==> config.mk <==
export PLATFORM = sky130hd
export DESIGN_NAME = exu
export DESIGN_NICKNAME = d
export VERILOG_FILES = /design/src/exu_pkg.sv /design/src/exu_dispatch.sv /design/src/exu_alu.sv /design/src/exu_bru.sv /design/src/exu_muldiv.sv /design/src/exu.sv
export SDC_FILE = /design/constraint.sdc
export NUM_CORES = 2
export LEC_CHECK = 0
export ABC_AREA = 1
export BUFFER_PORTS_ARGS = -buffer_cell sky130_fd_sc_hd__buf_2
export CAP_MARGIN = 20
export CORE_MARGIN = 4
export CORE_UTILIZATION = 50
export DETAILED_ROUTE_END_ITERATION = 12
export GPL_TIMING_DRIVEN = 0
export PLACE_DENSITY = 0.63
export SKIP_LAST_GASP = 1
export SLEW_MARGIN = 25
export SYNTH_ARGS = -nofsm -noshare
export SYNTH_HDL_FRONTEND = slang
export SYNTH_SLANG_ARGS = --single-unit
==> constraint.sdc <==
create_clock -name clk -period 14.2 [get_ports clk]
set_input_delay 2.84 -clock clk [delete_from_list [all_inputs] [get_ports clk]]
set_output_delay 2.84 -clock clk [all_outputs]
set_load 0.01 [all_outputs]
==> src/exu_pkg.sv <==
// execute stage shared types, decode-info field positions and op codes
package exu_pkg;

    typedef logic [31:0] reg_data_t;
    typedef logic [31:0] inst_addr_t;
    typedef logic [4:0]  reg_addr_t;
    typedef logic [1:0]  inst_id_t;
    typedef logic [8:0]  dec_info_t;
    typedef logic [3:0]  alu_op_t;
    typedef logic [2:0]  muldiv_op_t;

    typedef enum logic [1:0] {
        ST_IDLE,
        ST_MUL,
        ST_DIV,
        ST_DONE
    } muldiv_state_e;

    // decode-info word layout: grp[8:6] use_imm[5] use_pc[4] op[3:0]
    localparam int DEC_GRP_LSB     = 6;
    localparam int DEC_USE_IMM_BIT = 5;
    localparam int DEC_USE_PC_BIT  = 4;
    localparam int DEC_OP_LSB      = 0;

    localparam logic [2:0] GRP_ALU    = 3'd1;  // 0 is a nop
    localparam logic [2:0] GRP_BJP    = 3'd2;
    localparam logic [2:0] GRP_MULDIV = 3'd3;
    localparam logic [2:0] GRP_SYS    = 3'd4;

    localparam alu_op_t ALU_ADD  = 4'd0;
    localparam alu_op_t ALU_SUB  = 4'd1;
    localparam alu_op_t ALU_SLL  = 4'd2;
    localparam alu_op_t ALU_SLT  = 4'd3;
    localparam alu_op_t ALU_SLTU = 4'd4;
    localparam alu_op_t ALU_XOR  = 4'd5;
    localparam alu_op_t ALU_SRL  = 4'd6;
    localparam alu_op_t ALU_SRA  = 4'd7;
    localparam alu_op_t ALU_OR   = 4'd8;
    localparam alu_op_t ALU_AND  = 4'd9;
    localparam alu_op_t ALU_LUI  = 4'd10; // passes operand 2

    localparam logic [2:0] BJP_JAL  = 3'd0;
    localparam logic [2:0] BJP_JALR = 3'd1;
    localparam logic [2:0] BJP_BEQ  = 3'd2;
    localparam logic [2:0] BJP_BNE  = 3'd3;
    localparam logic [2:0] BJP_BLT  = 3'd4;
    localparam logic [2:0] BJP_BGE  = 3'd5;
    localparam logic [2:0] BJP_BLTU = 3'd6;
    localparam logic [2:0] BJP_BGEU = 3'd7;

    localparam muldiv_op_t MD_MUL    = 3'd0;
    localparam muldiv_op_t MD_MULH   = 3'd1;
    localparam muldiv_op_t MD_MULHSU = 3'd2;
    localparam muldiv_op_t MD_MULHU  = 3'd3;
    localparam muldiv_op_t MD_DIV    = 3'd4;
    localparam muldiv_op_t MD_DIVU   = 3'd5;
    localparam muldiv_op_t MD_REM    = 3'd6;
    localparam muldiv_op_t MD_REMU   = 3'd7;

    localparam logic [3:0] SYS_ECALL  = 4'd0;
    localparam logic [3:0] SYS_EBREAK = 4'd1;
    localparam logic [3:0] SYS_MRET   = 4'd2;

    localparam int DIV_STEPS = 32;  // one quotient bit per step

endpackage

==> src/exu_dispatch.sv <==
// decode-info dispatch into unit requests, operands and system op pulses
`timescale 1ns/1ps

module exu_dispatch (
    input  logic                issue_i,
    input  exu_pkg::dec_info_t  dec_info_i,
    input  exu_pkg::reg_data_t  dec_imm_i,
    input  exu_pkg::inst_addr_t pc_i,
    input  exu_pkg::reg_data_t  rs1_data_i,
    input  exu_pkg::reg_data_t  rs2_data_i,
    output logic                alu_req_o,
    output exu_pkg::alu_op_t    alu_op_o,
    output exu_pkg::reg_data_t  alu_op1_o,
    output exu_pkg::reg_data_t  alu_op2_o,
    output logic                bjp_req_o,
    output logic [2:0]          bjp_op_o,
    output logic                md_req_o,
    output exu_pkg::muldiv_op_t md_op_o,
    output exu_pkg::reg_data_t  md_op1_o,
    output exu_pkg::reg_data_t  md_op2_o,
    output logic                ecall_o,
    output logic                ebreak_o,
    output logic                mret_o
);
    import exu_pkg::*;

    logic [2:0] grp;
    logic [3:0] op;
    reg_data_t  op1;
    reg_data_t  op2;
    logic       is_link;
    logic       sys_hit;

    assign grp = dec_info_i[DEC_GRP_LSB +: 3];
    assign op  = dec_info_i[DEC_OP_LSB +: 4];

    assign op1 = dec_info_i[DEC_USE_PC_BIT] ? pc_i : rs1_data_i;
    assign op2 = dec_info_i[DEC_USE_IMM_BIT] ? dec_imm_i : rs2_data_i;

    // jal/jalr also need rd = pc + 4 through the alu
    assign is_link = (grp == GRP_BJP) && ((op[2:0] == BJP_JAL) || (op[2:0] == BJP_JALR));

    assign alu_req_o = issue_i && ((grp == GRP_ALU) || is_link);
    assign alu_op_o  = is_link ? ALU_ADD : op;
    assign alu_op1_o = is_link ? pc_i : op1;
    assign alu_op2_o = is_link ? 32'd4 : op2;

    assign bjp_req_o = issue_i && (grp == GRP_BJP);
    assign bjp_op_o  = op[2:0];

    // muldiv is register-register only
    assign md_req_o = issue_i && (grp == GRP_MULDIV);
    assign md_op_o  = op[2:0];
    assign md_op1_o = rs1_data_i;
    assign md_op2_o = rs2_data_i;

    assign sys_hit  = issue_i && (grp == GRP_SYS);
    assign ecall_o  = sys_hit && (op == SYS_ECALL);
    assign ebreak_o = sys_hit && (op == SYS_EBREAK);
    assign mret_o   = sys_hit && (op == SYS_MRET);

endmodule

==> src/exu_alu.sv <==
// integer ALU with a one-cycle registered write-back
`timescale 1ns/1ps

module exu_alu (
    input  logic               clk,
    input  logic               rst_i,
    input  logic               req_i,
    input  exu_pkg::alu_op_t   op_i,
    input  exu_pkg::reg_data_t op1_i,
    input  exu_pkg::reg_data_t op2_i,
    input  exu_pkg::reg_addr_t rd_i,
    input  exu_pkg::inst_id_t  id_i,
    input  logic               int_assert_i,
    output logic               we_o,
    output exu_pkg::reg_data_t wdata_o,
    output exu_pkg::reg_addr_t waddr_o,
    output exu_pkg::inst_id_t  id_o
);
    import exu_pkg::*;

    reg_data_t  result;
    logic [4:0] shamt;

    assign shamt = op2_i[4:0];  // low 5 bits only

    always_comb begin
        case (op_i)
            ALU_ADD:  result = op1_i + op2_i;
            ALU_SUB:  result = op1_i - op2_i;
            ALU_SLL:  result = op1_i << shamt;
            ALU_SLT:  result = {31'd0, $signed(op1_i) < $signed(op2_i)};
            ALU_SLTU: result = {31'd0, op1_i < op2_i};
            ALU_XOR:  result = op1_i ^ op2_i;
            ALU_SRL:  result = op1_i >> shamt;
            ALU_SRA:  result = reg_data_t'($signed(op1_i) >>> shamt);
            ALU_OR:   result = op1_i | op2_i;
            ALU_AND:  result = op1_i & op2_i;
            ALU_LUI:  result = op2_i;
            default:  result = '0;
        endcase
    end

    // strobe is dropped when an interrupt arrives with the issue
    always_ff @(posedge clk) begin
        if (rst_i) begin
            we_o <= 1'b0;
        end else begin
            we_o <= req_i && !int_assert_i;
        end
    end

    always_ff @(posedge clk) begin
        if (req_i) begin
            wdata_o <= result;
            waddr_o <= rd_i;
            id_o    <= id_i;
        end
    end

endmodule

==> src/exu_bru.sv <==
// branch and jump resolver with interrupt redirect
`timescale 1ns/1ps

module exu_bru (
    input  logic                req_i,
    input  logic [2:0]          op_i,
    input  exu_pkg::reg_data_t  rs1_i,
    input  exu_pkg::reg_data_t  rs2_i,
    input  exu_pkg::inst_addr_t pc_i,
    input  exu_pkg::reg_data_t  imm_i,
    input  logic                int_assert_i,
    input  exu_pkg::inst_addr_t int_addr_i,
    output logic                jump_o,
    output exu_pkg::inst_addr_t jump_addr_o
);
    import exu_pkg::*;

    logic       eq;
    logic       lt;
    logic       ltu;
    logic       taken;
    inst_addr_t jalr_sum;
    inst_addr_t target;

    assign eq  = (rs1_i == rs2_i);
    assign lt  = ($signed(rs1_i) < $signed(rs2_i));
    assign ltu = (rs1_i < rs2_i);

    always_comb begin
        case (op_i)
            BJP_JAL, BJP_JALR: taken = 1'b1;
            BJP_BEQ:  taken = eq;
            BJP_BNE:  taken = !eq;
            BJP_BLT:  taken = lt;
            BJP_BGE:  taken = !lt;
            BJP_BLTU: taken = ltu;
            default:  taken = !ltu;  // bgeu
        endcase
    end

    assign jalr_sum = rs1_i + imm_i;
    assign target   = (op_i == BJP_JALR) ? {jalr_sum[31:1], 1'b0} : pc_i + imm_i;

    // interrupt wins over any branch in the same cycle
    assign jump_o      = int_assert_i || (req_i && taken);
    assign jump_addr_o = int_assert_i ? int_addr_i : target;

endmodule

==> src/exu_muldiv.sv <==
// iterative multiply/divide unit, one-cycle multiply and restoring divider
`timescale 1ns/1ps

module exu_muldiv (
    input  logic                clk,
    input  logic                rst_i,
    input  logic                req_i,
    input  exu_pkg::muldiv_op_t op_i,
    input  exu_pkg::reg_data_t  op1_i,
    input  exu_pkg::reg_data_t  op2_i,
    input  exu_pkg::reg_addr_t  rd_i,
    input  exu_pkg::inst_id_t   id_i,
    input  logic                int_assert_i,
    output logic                busy_o,
    output logic                we_o,
    output exu_pkg::reg_data_t  wdata_o,
    output exu_pkg::reg_addr_t  waddr_o,
    output exu_pkg::inst_id_t   id_o
);
    import exu_pkg::*;

    muldiv_state_e state_q;
    logic [5:0]    cnt_q;     // divide steps done
    muldiv_op_t    op_q;
    reg_data_t     a_q;       // raw operands
    reg_data_t     b_q;
    reg_data_t     quo_q;     // dividend shifting out, quotient shifting in
    reg_data_t     rem_q;
    reg_data_t     dvs_q;     // divisor magnitude
    reg_data_t     res_q;
    reg_addr_t     rd_q;
    inst_id_t      id_q;

    logic          is_div_req;
    logic          sgn_req;
    reg_data_t     abs_a;
    reg_data_t     abs_b;
    logic          a_sgn;
    logic          b_sgn;
    logic [65:0]   prod;
    logic [32:0]   rem_sh;
    logic          sub_ok;
    reg_data_t     rem_nxt;
    logic          div_signed;
    reg_data_t     quo_fix;
    reg_data_t     rem_fix;
    reg_data_t     div_res;

    // magnitudes are taken once, at issue
    assign is_div_req = (op_i == MD_DIV) || (op_i == MD_DIVU) ||
                        (op_i == MD_REM) || (op_i == MD_REMU);
    assign sgn_req    = (op_i == MD_DIV) || (op_i == MD_REM);
    assign abs_a      = (sgn_req && op1_i[31]) ? -op1_i : op1_i;
    assign abs_b      = (sgn_req && op2_i[31]) ? -op2_i : op2_i;

    // 33x33 signed product covers all four signedness mixes
    assign a_sgn = a_q[31] && (op_q != MD_MULHU);
    assign b_sgn = b_q[31] && ((op_q == MD_MUL) || (op_q == MD_MULH));
    assign prod  = $signed({a_sgn, a_q}) * $signed({b_sgn, b_q});

    assign rem_sh  = {rem_q, quo_q[31]};
    assign sub_ok  = (rem_sh >= {1'b0, dvs_q});
    assign rem_nxt = rem_sh[31:0] - dvs_q;

    assign div_signed = (op_q == MD_DIV) || (op_q == MD_REM);
    assign quo_fix = (div_signed && (a_q[31] ^ b_q[31])) ? -quo_q : quo_q;
    assign rem_fix = (div_signed && a_q[31]) ? -rem_q : rem_q;

    always_comb begin
        if (b_q == '0) begin
            div_res = ((op_q == MD_DIV) || (op_q == MD_DIVU)) ? '1 : a_q;
        end else begin
            div_res = ((op_q == MD_DIV) || (op_q == MD_DIVU)) ? quo_fix : rem_fix;
        end
    end

    always_ff @(posedge clk) begin
        if (rst_i) begin
            state_q <= ST_IDLE;
            cnt_q   <= '0;
        end else if (int_assert_i) begin
            state_q <= ST_IDLE;  // kill whatever is in flight
        end else begin
            case (state_q)
                ST_IDLE: begin
                    if (req_i) begin
                        state_q <= is_div_req ? ST_DIV : ST_MUL;
                        cnt_q   <= '0;
                    end
                end
                ST_MUL: state_q <= ST_DONE;
                ST_DIV: begin
                    if (cnt_q == DIV_STEPS) begin
                        state_q <= ST_DONE;  // sign fixup cycle
                    end
                    cnt_q <= cnt_q + 6'd1;
                end
                default: state_q <= ST_IDLE;
            endcase
        end
    end

    always_ff @(posedge clk) begin
        case (state_q)
            ST_IDLE: begin
                if (req_i) begin
                    op_q  <= op_i;
                    a_q   <= op1_i;
                    b_q   <= op2_i;
                    quo_q <= abs_a;
                    dvs_q <= abs_b;
                    rem_q <= '0;
                    rd_q  <= rd_i;
                    id_q  <= id_i;
                end
            end
            ST_MUL: res_q <= (op_q == MD_MUL) ? prod[31:0] : prod[63:32];
            ST_DIV: begin
                if (cnt_q == DIV_STEPS) begin
                    res_q <= div_res;
                end else begin
                    rem_q <= sub_ok ? rem_nxt : rem_sh[31:0];
                    quo_q <= {quo_q[30:0], sub_ok};
                end
            end
            default: ;
        endcase
    end

    assign busy_o  = (state_q != ST_IDLE);
    assign we_o    = (state_q == ST_DONE) && !int_assert_i;
    assign wdata_o = res_q;
    assign waddr_o = rd_q;
    assign id_o    = id_q;

endmodule

==> src/exu.sv <==
// execute stage top level, dispatch feeding alu, branch and muldiv units
`timescale 1ns/1ps

module exu (
    input  logic                clk,
    input  logic                rst_i,
    input  logic                issue_i,
    input  exu_pkg::dec_info_t  dec_info_i,
    input  exu_pkg::reg_data_t  dec_imm_i,
    input  exu_pkg::inst_addr_t pc_i,
    input  exu_pkg::reg_data_t  rs1_data_i,
    input  exu_pkg::reg_data_t  rs2_data_i,
    input  exu_pkg::reg_addr_t  rd_i,
    input  exu_pkg::inst_id_t   inst_id_i,
    input  logic                int_assert_i,
    input  exu_pkg::inst_addr_t int_addr_i,
    output logic                alu_we_o,
    output exu_pkg::reg_data_t  alu_wdata_o,
    output exu_pkg::reg_addr_t  alu_waddr_o,
    output exu_pkg::inst_id_t   alu_id_o,
    output logic                md_we_o,
    output exu_pkg::reg_data_t  md_wdata_o,
    output exu_pkg::reg_addr_t  md_waddr_o,
    output exu_pkg::inst_id_t   md_id_o,
    output logic                stall_o,
    output logic                jump_o,
    output exu_pkg::inst_addr_t jump_addr_o,
    output logic                ecall_o,
    output logic                ebreak_o,
    output logic                mret_o
);
    import exu_pkg::*;

    logic       alu_req;
    alu_op_t    alu_op;
    reg_data_t  alu_op1;
    reg_data_t  alu_op2;
    logic       bjp_req;
    logic [2:0] bjp_op;
    logic       md_req;
    muldiv_op_t md_op;
    reg_data_t  md_op1;
    reg_data_t  md_op2;

    exu_dispatch u_dispatch (
        .issue_i    (issue_i),
        .dec_info_i (dec_info_i),
        .dec_imm_i  (dec_imm_i),
        .pc_i       (pc_i),
        .rs1_data_i (rs1_data_i),
        .rs2_data_i (rs2_data_i),
        .alu_req_o  (alu_req),
        .alu_op_o   (alu_op),
        .alu_op1_o  (alu_op1),
        .alu_op2_o  (alu_op2),
        .bjp_req_o  (bjp_req),
        .bjp_op_o   (bjp_op),
        .md_req_o   (md_req),
        .md_op_o    (md_op),
        .md_op1_o   (md_op1),
        .md_op2_o   (md_op2),
        .ecall_o    (ecall_o),
        .ebreak_o   (ebreak_o),
        .mret_o     (mret_o)
    );

    exu_alu u_alu (
        .clk          (clk),
        .rst_i        (rst_i),
        .req_i        (alu_req),
        .op_i         (alu_op),
        .op1_i        (alu_op1),
        .op2_i        (alu_op2),
        .rd_i         (rd_i),
        .id_i         (inst_id_i),
        .int_assert_i (int_assert_i),
        .we_o         (alu_we_o),
        .wdata_o      (alu_wdata_o),
        .waddr_o      (alu_waddr_o),
        .id_o         (alu_id_o)
    );

    // branch unit sees raw register and immediate values
    exu_bru u_bru (
        .req_i        (bjp_req),
        .op_i         (bjp_op),
        .rs1_i        (rs1_data_i),
        .rs2_i        (rs2_data_i),
        .pc_i         (pc_i),
        .imm_i        (dec_imm_i),
        .int_assert_i (int_assert_i),
        .int_addr_i   (int_addr_i),
        .jump_o       (jump_o),
        .jump_addr_o  (jump_addr_o)
    );

    exu_muldiv u_muldiv (
        .clk          (clk),
        .rst_i        (rst_i),
        .req_i        (md_req),
        .op_i         (md_op),
        .op1_i        (md_op1),
        .op2_i        (md_op2),
        .rd_i         (rd_i),
        .id_i         (inst_id_i),
        .int_assert_i (int_assert_i),
        .busy_o       (stall_o),    // stall is the muldiv busy level
        .we_o         (md_we_o),
        .wdata_o      (md_wdata_o),
        .waddr_o      (md_waddr_o),
        .id_o         (md_id_o)
    );

endmodule

==> run metrics <==
htree depth=1; total gr overflow=0; Crit path largest cell delay=960 ps; number of post-CTS setup repair buffers=0; length of routed met3 wiring=52,800 um; setup slack, reg-to-reg=2830 ps; Post-synth EDFFs=240; slew margin rel.=18.2%; IO Pins=297; Main synth FF type=edfxtp_1; Setup crit start kind=register; Yosys reg bits=roughly 250; Layout Nets=12,200; vias in the first global route=72,300; syn avg cell area=slightly above 7 um^2; period utilization=about four fifths; post-synth net total=between 10,000 and 15,000; top layer in use=met5; status=complete, no violations; Async SR Flop Fraction=0%; dpl hpwl=302,000 um; Clock Tree Buf Depth=3; DR vias=75,000; largest net degree at the start of global routing=27; critical-path maximum fanout=11; Buf/Inv on CP=12; chip width=approximately 390 um; IO Port Bufs=292; DRT iter0 DRCs=9,779; fraction of layout cells with a size suffix above 1=5.46%; CP required=14,590 ps; clock period minus worst slack=about 11,000 ps; register area share after synthesis=between 10% and 20%; most numerous cell on the critical path=inv_1; Setup Skew=between 40 and 50 ps; Final Hold Viols=0; Fmax=0.0879 GHz; Antenna Violating Nets Remaining=0; Global Route Usage Sum=between 40 and 50%; die area=around 0.15 mm^2; first-pass iteration count of the detailed router=10; fill cell count=~14,000; routed length per instance=29.3 um; Syn Inst Count=10,100; CTS sink cnt=249; Worst Setup End Kind=register; CP max-delay cell=fa_1; CTS tree=built; first-pass GRT wire length=508,000 um; Clock Latency Late Sink=630 ps; Num CTS Buffers=28; met2 WL=146,000 um; worst min path class=reg -> reg; initial antenna violation count=53; Core Area=0.141 mm^2; vias per cell=6.07; CTS clock-pin slew for the worst setup and hold paths=70 ps; Resized Gates After CTS=0; Max-Cap Viols=0; final wirelength=362,000 um; Max Transition Viols Final=0; Syn. warnings=0; setup_tns=0 ps; clock root buffer=clkbuf_16; Setup violations, final=0; hold-fix buffers at CTS=0; drt drc=0; Crit Path Class=reg -> reg; Cell Rows=138; Starting Density=50.3%; die span in y=385 um; unrepaired setup endpoints after global routing=false; gpl congestion=1.21; area grow syn2layout=7.44%; Netlist cell types=68; arrival time worst endpoint=11,760 ps; CP delay by family, top=adder cells; Netlist Area Pre-Place=roughly 0.07 mm^2; DRT met1 WL=about 130,000 um; Least-Margin Pin Slew=1230 ps
==> cell usage in the layout (no fill, tap or decap), types with 41 or more instances in the layout <==
master / n
a21oi_1: 465
a31oi_1: 42
buf_2: 341
clkbuf_1: 334
edfxtp_1: 240
fa_1: 1129
ha_1: 445
inv_1: 2201
nand2_1: 2574
nand3_1: 665
nand4_1: 105
nor2_1: 678
nor3_1: 84
o21ai_0: 488
o21bai_1: 41
xor2_1: 61
==> cells by family after synthesis <==
logic type	synth area share [%]
xor gates and xnor gates	0.973
adders and majority gates	39.6
and+or+nand+nor	24.7
AOI/OAI and AO/OA	10.0
DFF	10.4
buffers and inverters	14.3
==> stage by stage <==
stage	area, um^2	instances	utilization [%]	worst slack [ps]	hold WS (ps)
2_1_floorplan	71100	10100	-	5670	451
3_3_place_gp	75000	12300	53.0	2620	478
3_5_place_dp	75300	12300	53.3	3350	515
4_1_cts	76300	12300	54.0	3330	524
5_1_grt	76400	12300	54.0	2640	555
6_report	76400	12400	54.1	2830	517
==> path summary, 6_finish.rpt <==
path | from | endpoint | depth (start not counted)
setup / recovery | u_muldiv.op_q[2]$_DFFE_PP_ | u_muldiv.wdata_o[19]$_DFFE_PP_ | 34
hold / removal | u_muldiv.cnt_q[0]$_SDFFE_PP0P_ | u_muldiv.cnt_q[0]$_SDFFE_PP0P_ | 1
setup reg to reg | u_muldiv.op_q[2]$_DFFE_PP_ | u_muldiv.wdata_o[19]$_DFFE_PP_ | 34
hold reg to reg | u_muldiv.cnt_q[0]$_SDFFE_PP0P_ | u_muldiv.cnt_q[0]$_SDFFE_PP0P_ | 1
==> Yosys cell counts, types with 4 or more instances <==
| master | n | area [um^2] |
|---|---|---|
| or2_2 | 25 | 156 |
| nand2_1 | 2574 | 9660 |
| o31ai_1 | 5 | 37.5 |
| dfxtp_1 | 9 | 180 |
| edfxtp_1 | 240 | 7210 |
| nand2_2 | 17 | 106 |
| nand3b_1 | 19 | 143 |
| and3_1 | 4 | 25.0 |
| nor3_1 | 84 | 420 |
| fa_1 | 1130 | 22600 |
| nor4_1 | 32 | 200 |
| nand3_1 | 665 | 3330 |
| o21ai_1 | 24 | 120 |
| inv_2 | 14 | 52.6 |
| o21a_1 | 13 | 97.6 |
| a21o_1 | 35 | 263 |
| buf_6 | 7 | 78.8 |
| nand3_2 | 4 | 40.0 |
| a211oi_1 | 9 | 67.6 |
| a21oi_1 | 467 | 2340 |
| nor2_1 | 681 | 2560 |
| xnor2_1 | 18 | 158 |
| a221oi_1 | 14 | 123 |
| a21boi_0 | 10 | 75.1 |
| o211ai_1 | 23 | 173 |
| buf_1 | 12 | 45.0 |
| o21ai_4 | 7 | 114 |
| o21bai_1 | 41 | 308 |
| clkbuf_1 | 369 | 1390 |
| o221ai_1 | 9 | 78.8 |
| nor3b_1 | 4 | 30.0 |
| clkinv_1 | 5 | 18.8 |
| o21ai_0 | 492 | 2460 |
| o311ai_0 | 15 | 131 |
| o22ai_1 | 26 | 163 |
| nand4_1 | 105 | 657 |
| o2111ai_1 | 7 | 61.3 |
| inv_1 | 2201 | 8260 |
| ha_1 | 445 | 5570 |
| buf_2 | 49 | 245 |
| o21ai_2 | 18 | 158 |
| a31oi_1 | 42 | 263 |
| xor2_1 | 61 | 534 |
==> per-layer routing <==
layer  vias up  global-route usage, %
met5         -                      0
met4        40                   37.4
met3      1607                   20.5
met2      5642                   68.2
met1     36000                   57.5
li1      31700                      -
==> cell type report <==
| class | instances | area (um^2) | share of cell area [%] |
|---|---|---|---|
| repair buffers | 306 | 1770 | 2.31 |
| clock inverters | 24 | 277 | 0.362 |
| inverters | 2222 | 8350 | 10.9 |
| plain buffers | 443 | 1880 | 2.46 |
| clock buffers | 28 | 701 | 0.917 |
| well taps | 1890 | 2360 | 3.09 |
| flip-flops and latches | 249 | 7390 | 9.66 |
| multi-input cells | 7156 | 53600 | 70.2 |
| diodes | 36 | 90.1 | 0.118 |
==> state kept, by name, indices dropped and copies added, names as in the netlist, 5 cells and up <==
| register | cells |
|---|---|
| u_muldiv.waddr_o | 5 |
| u_muldiv.cnt_q | 6 |
| u_muldiv.b_q | 31 |
| u_muldiv.rem_q | 32 |
| u_muldiv.dvs_q | 32 |
| u_muldiv.a_q | 32 |
| u_alu.wdata_o | 32 |
| u_muldiv.quo_q | 32 |
| u_alu.waddr_o | 5 |
| u_muldiv.wdata_o | 32 |
Power is not shown: default switching activity piles up to over one toggle a cycle in this logic, so the estimate is an artifact.
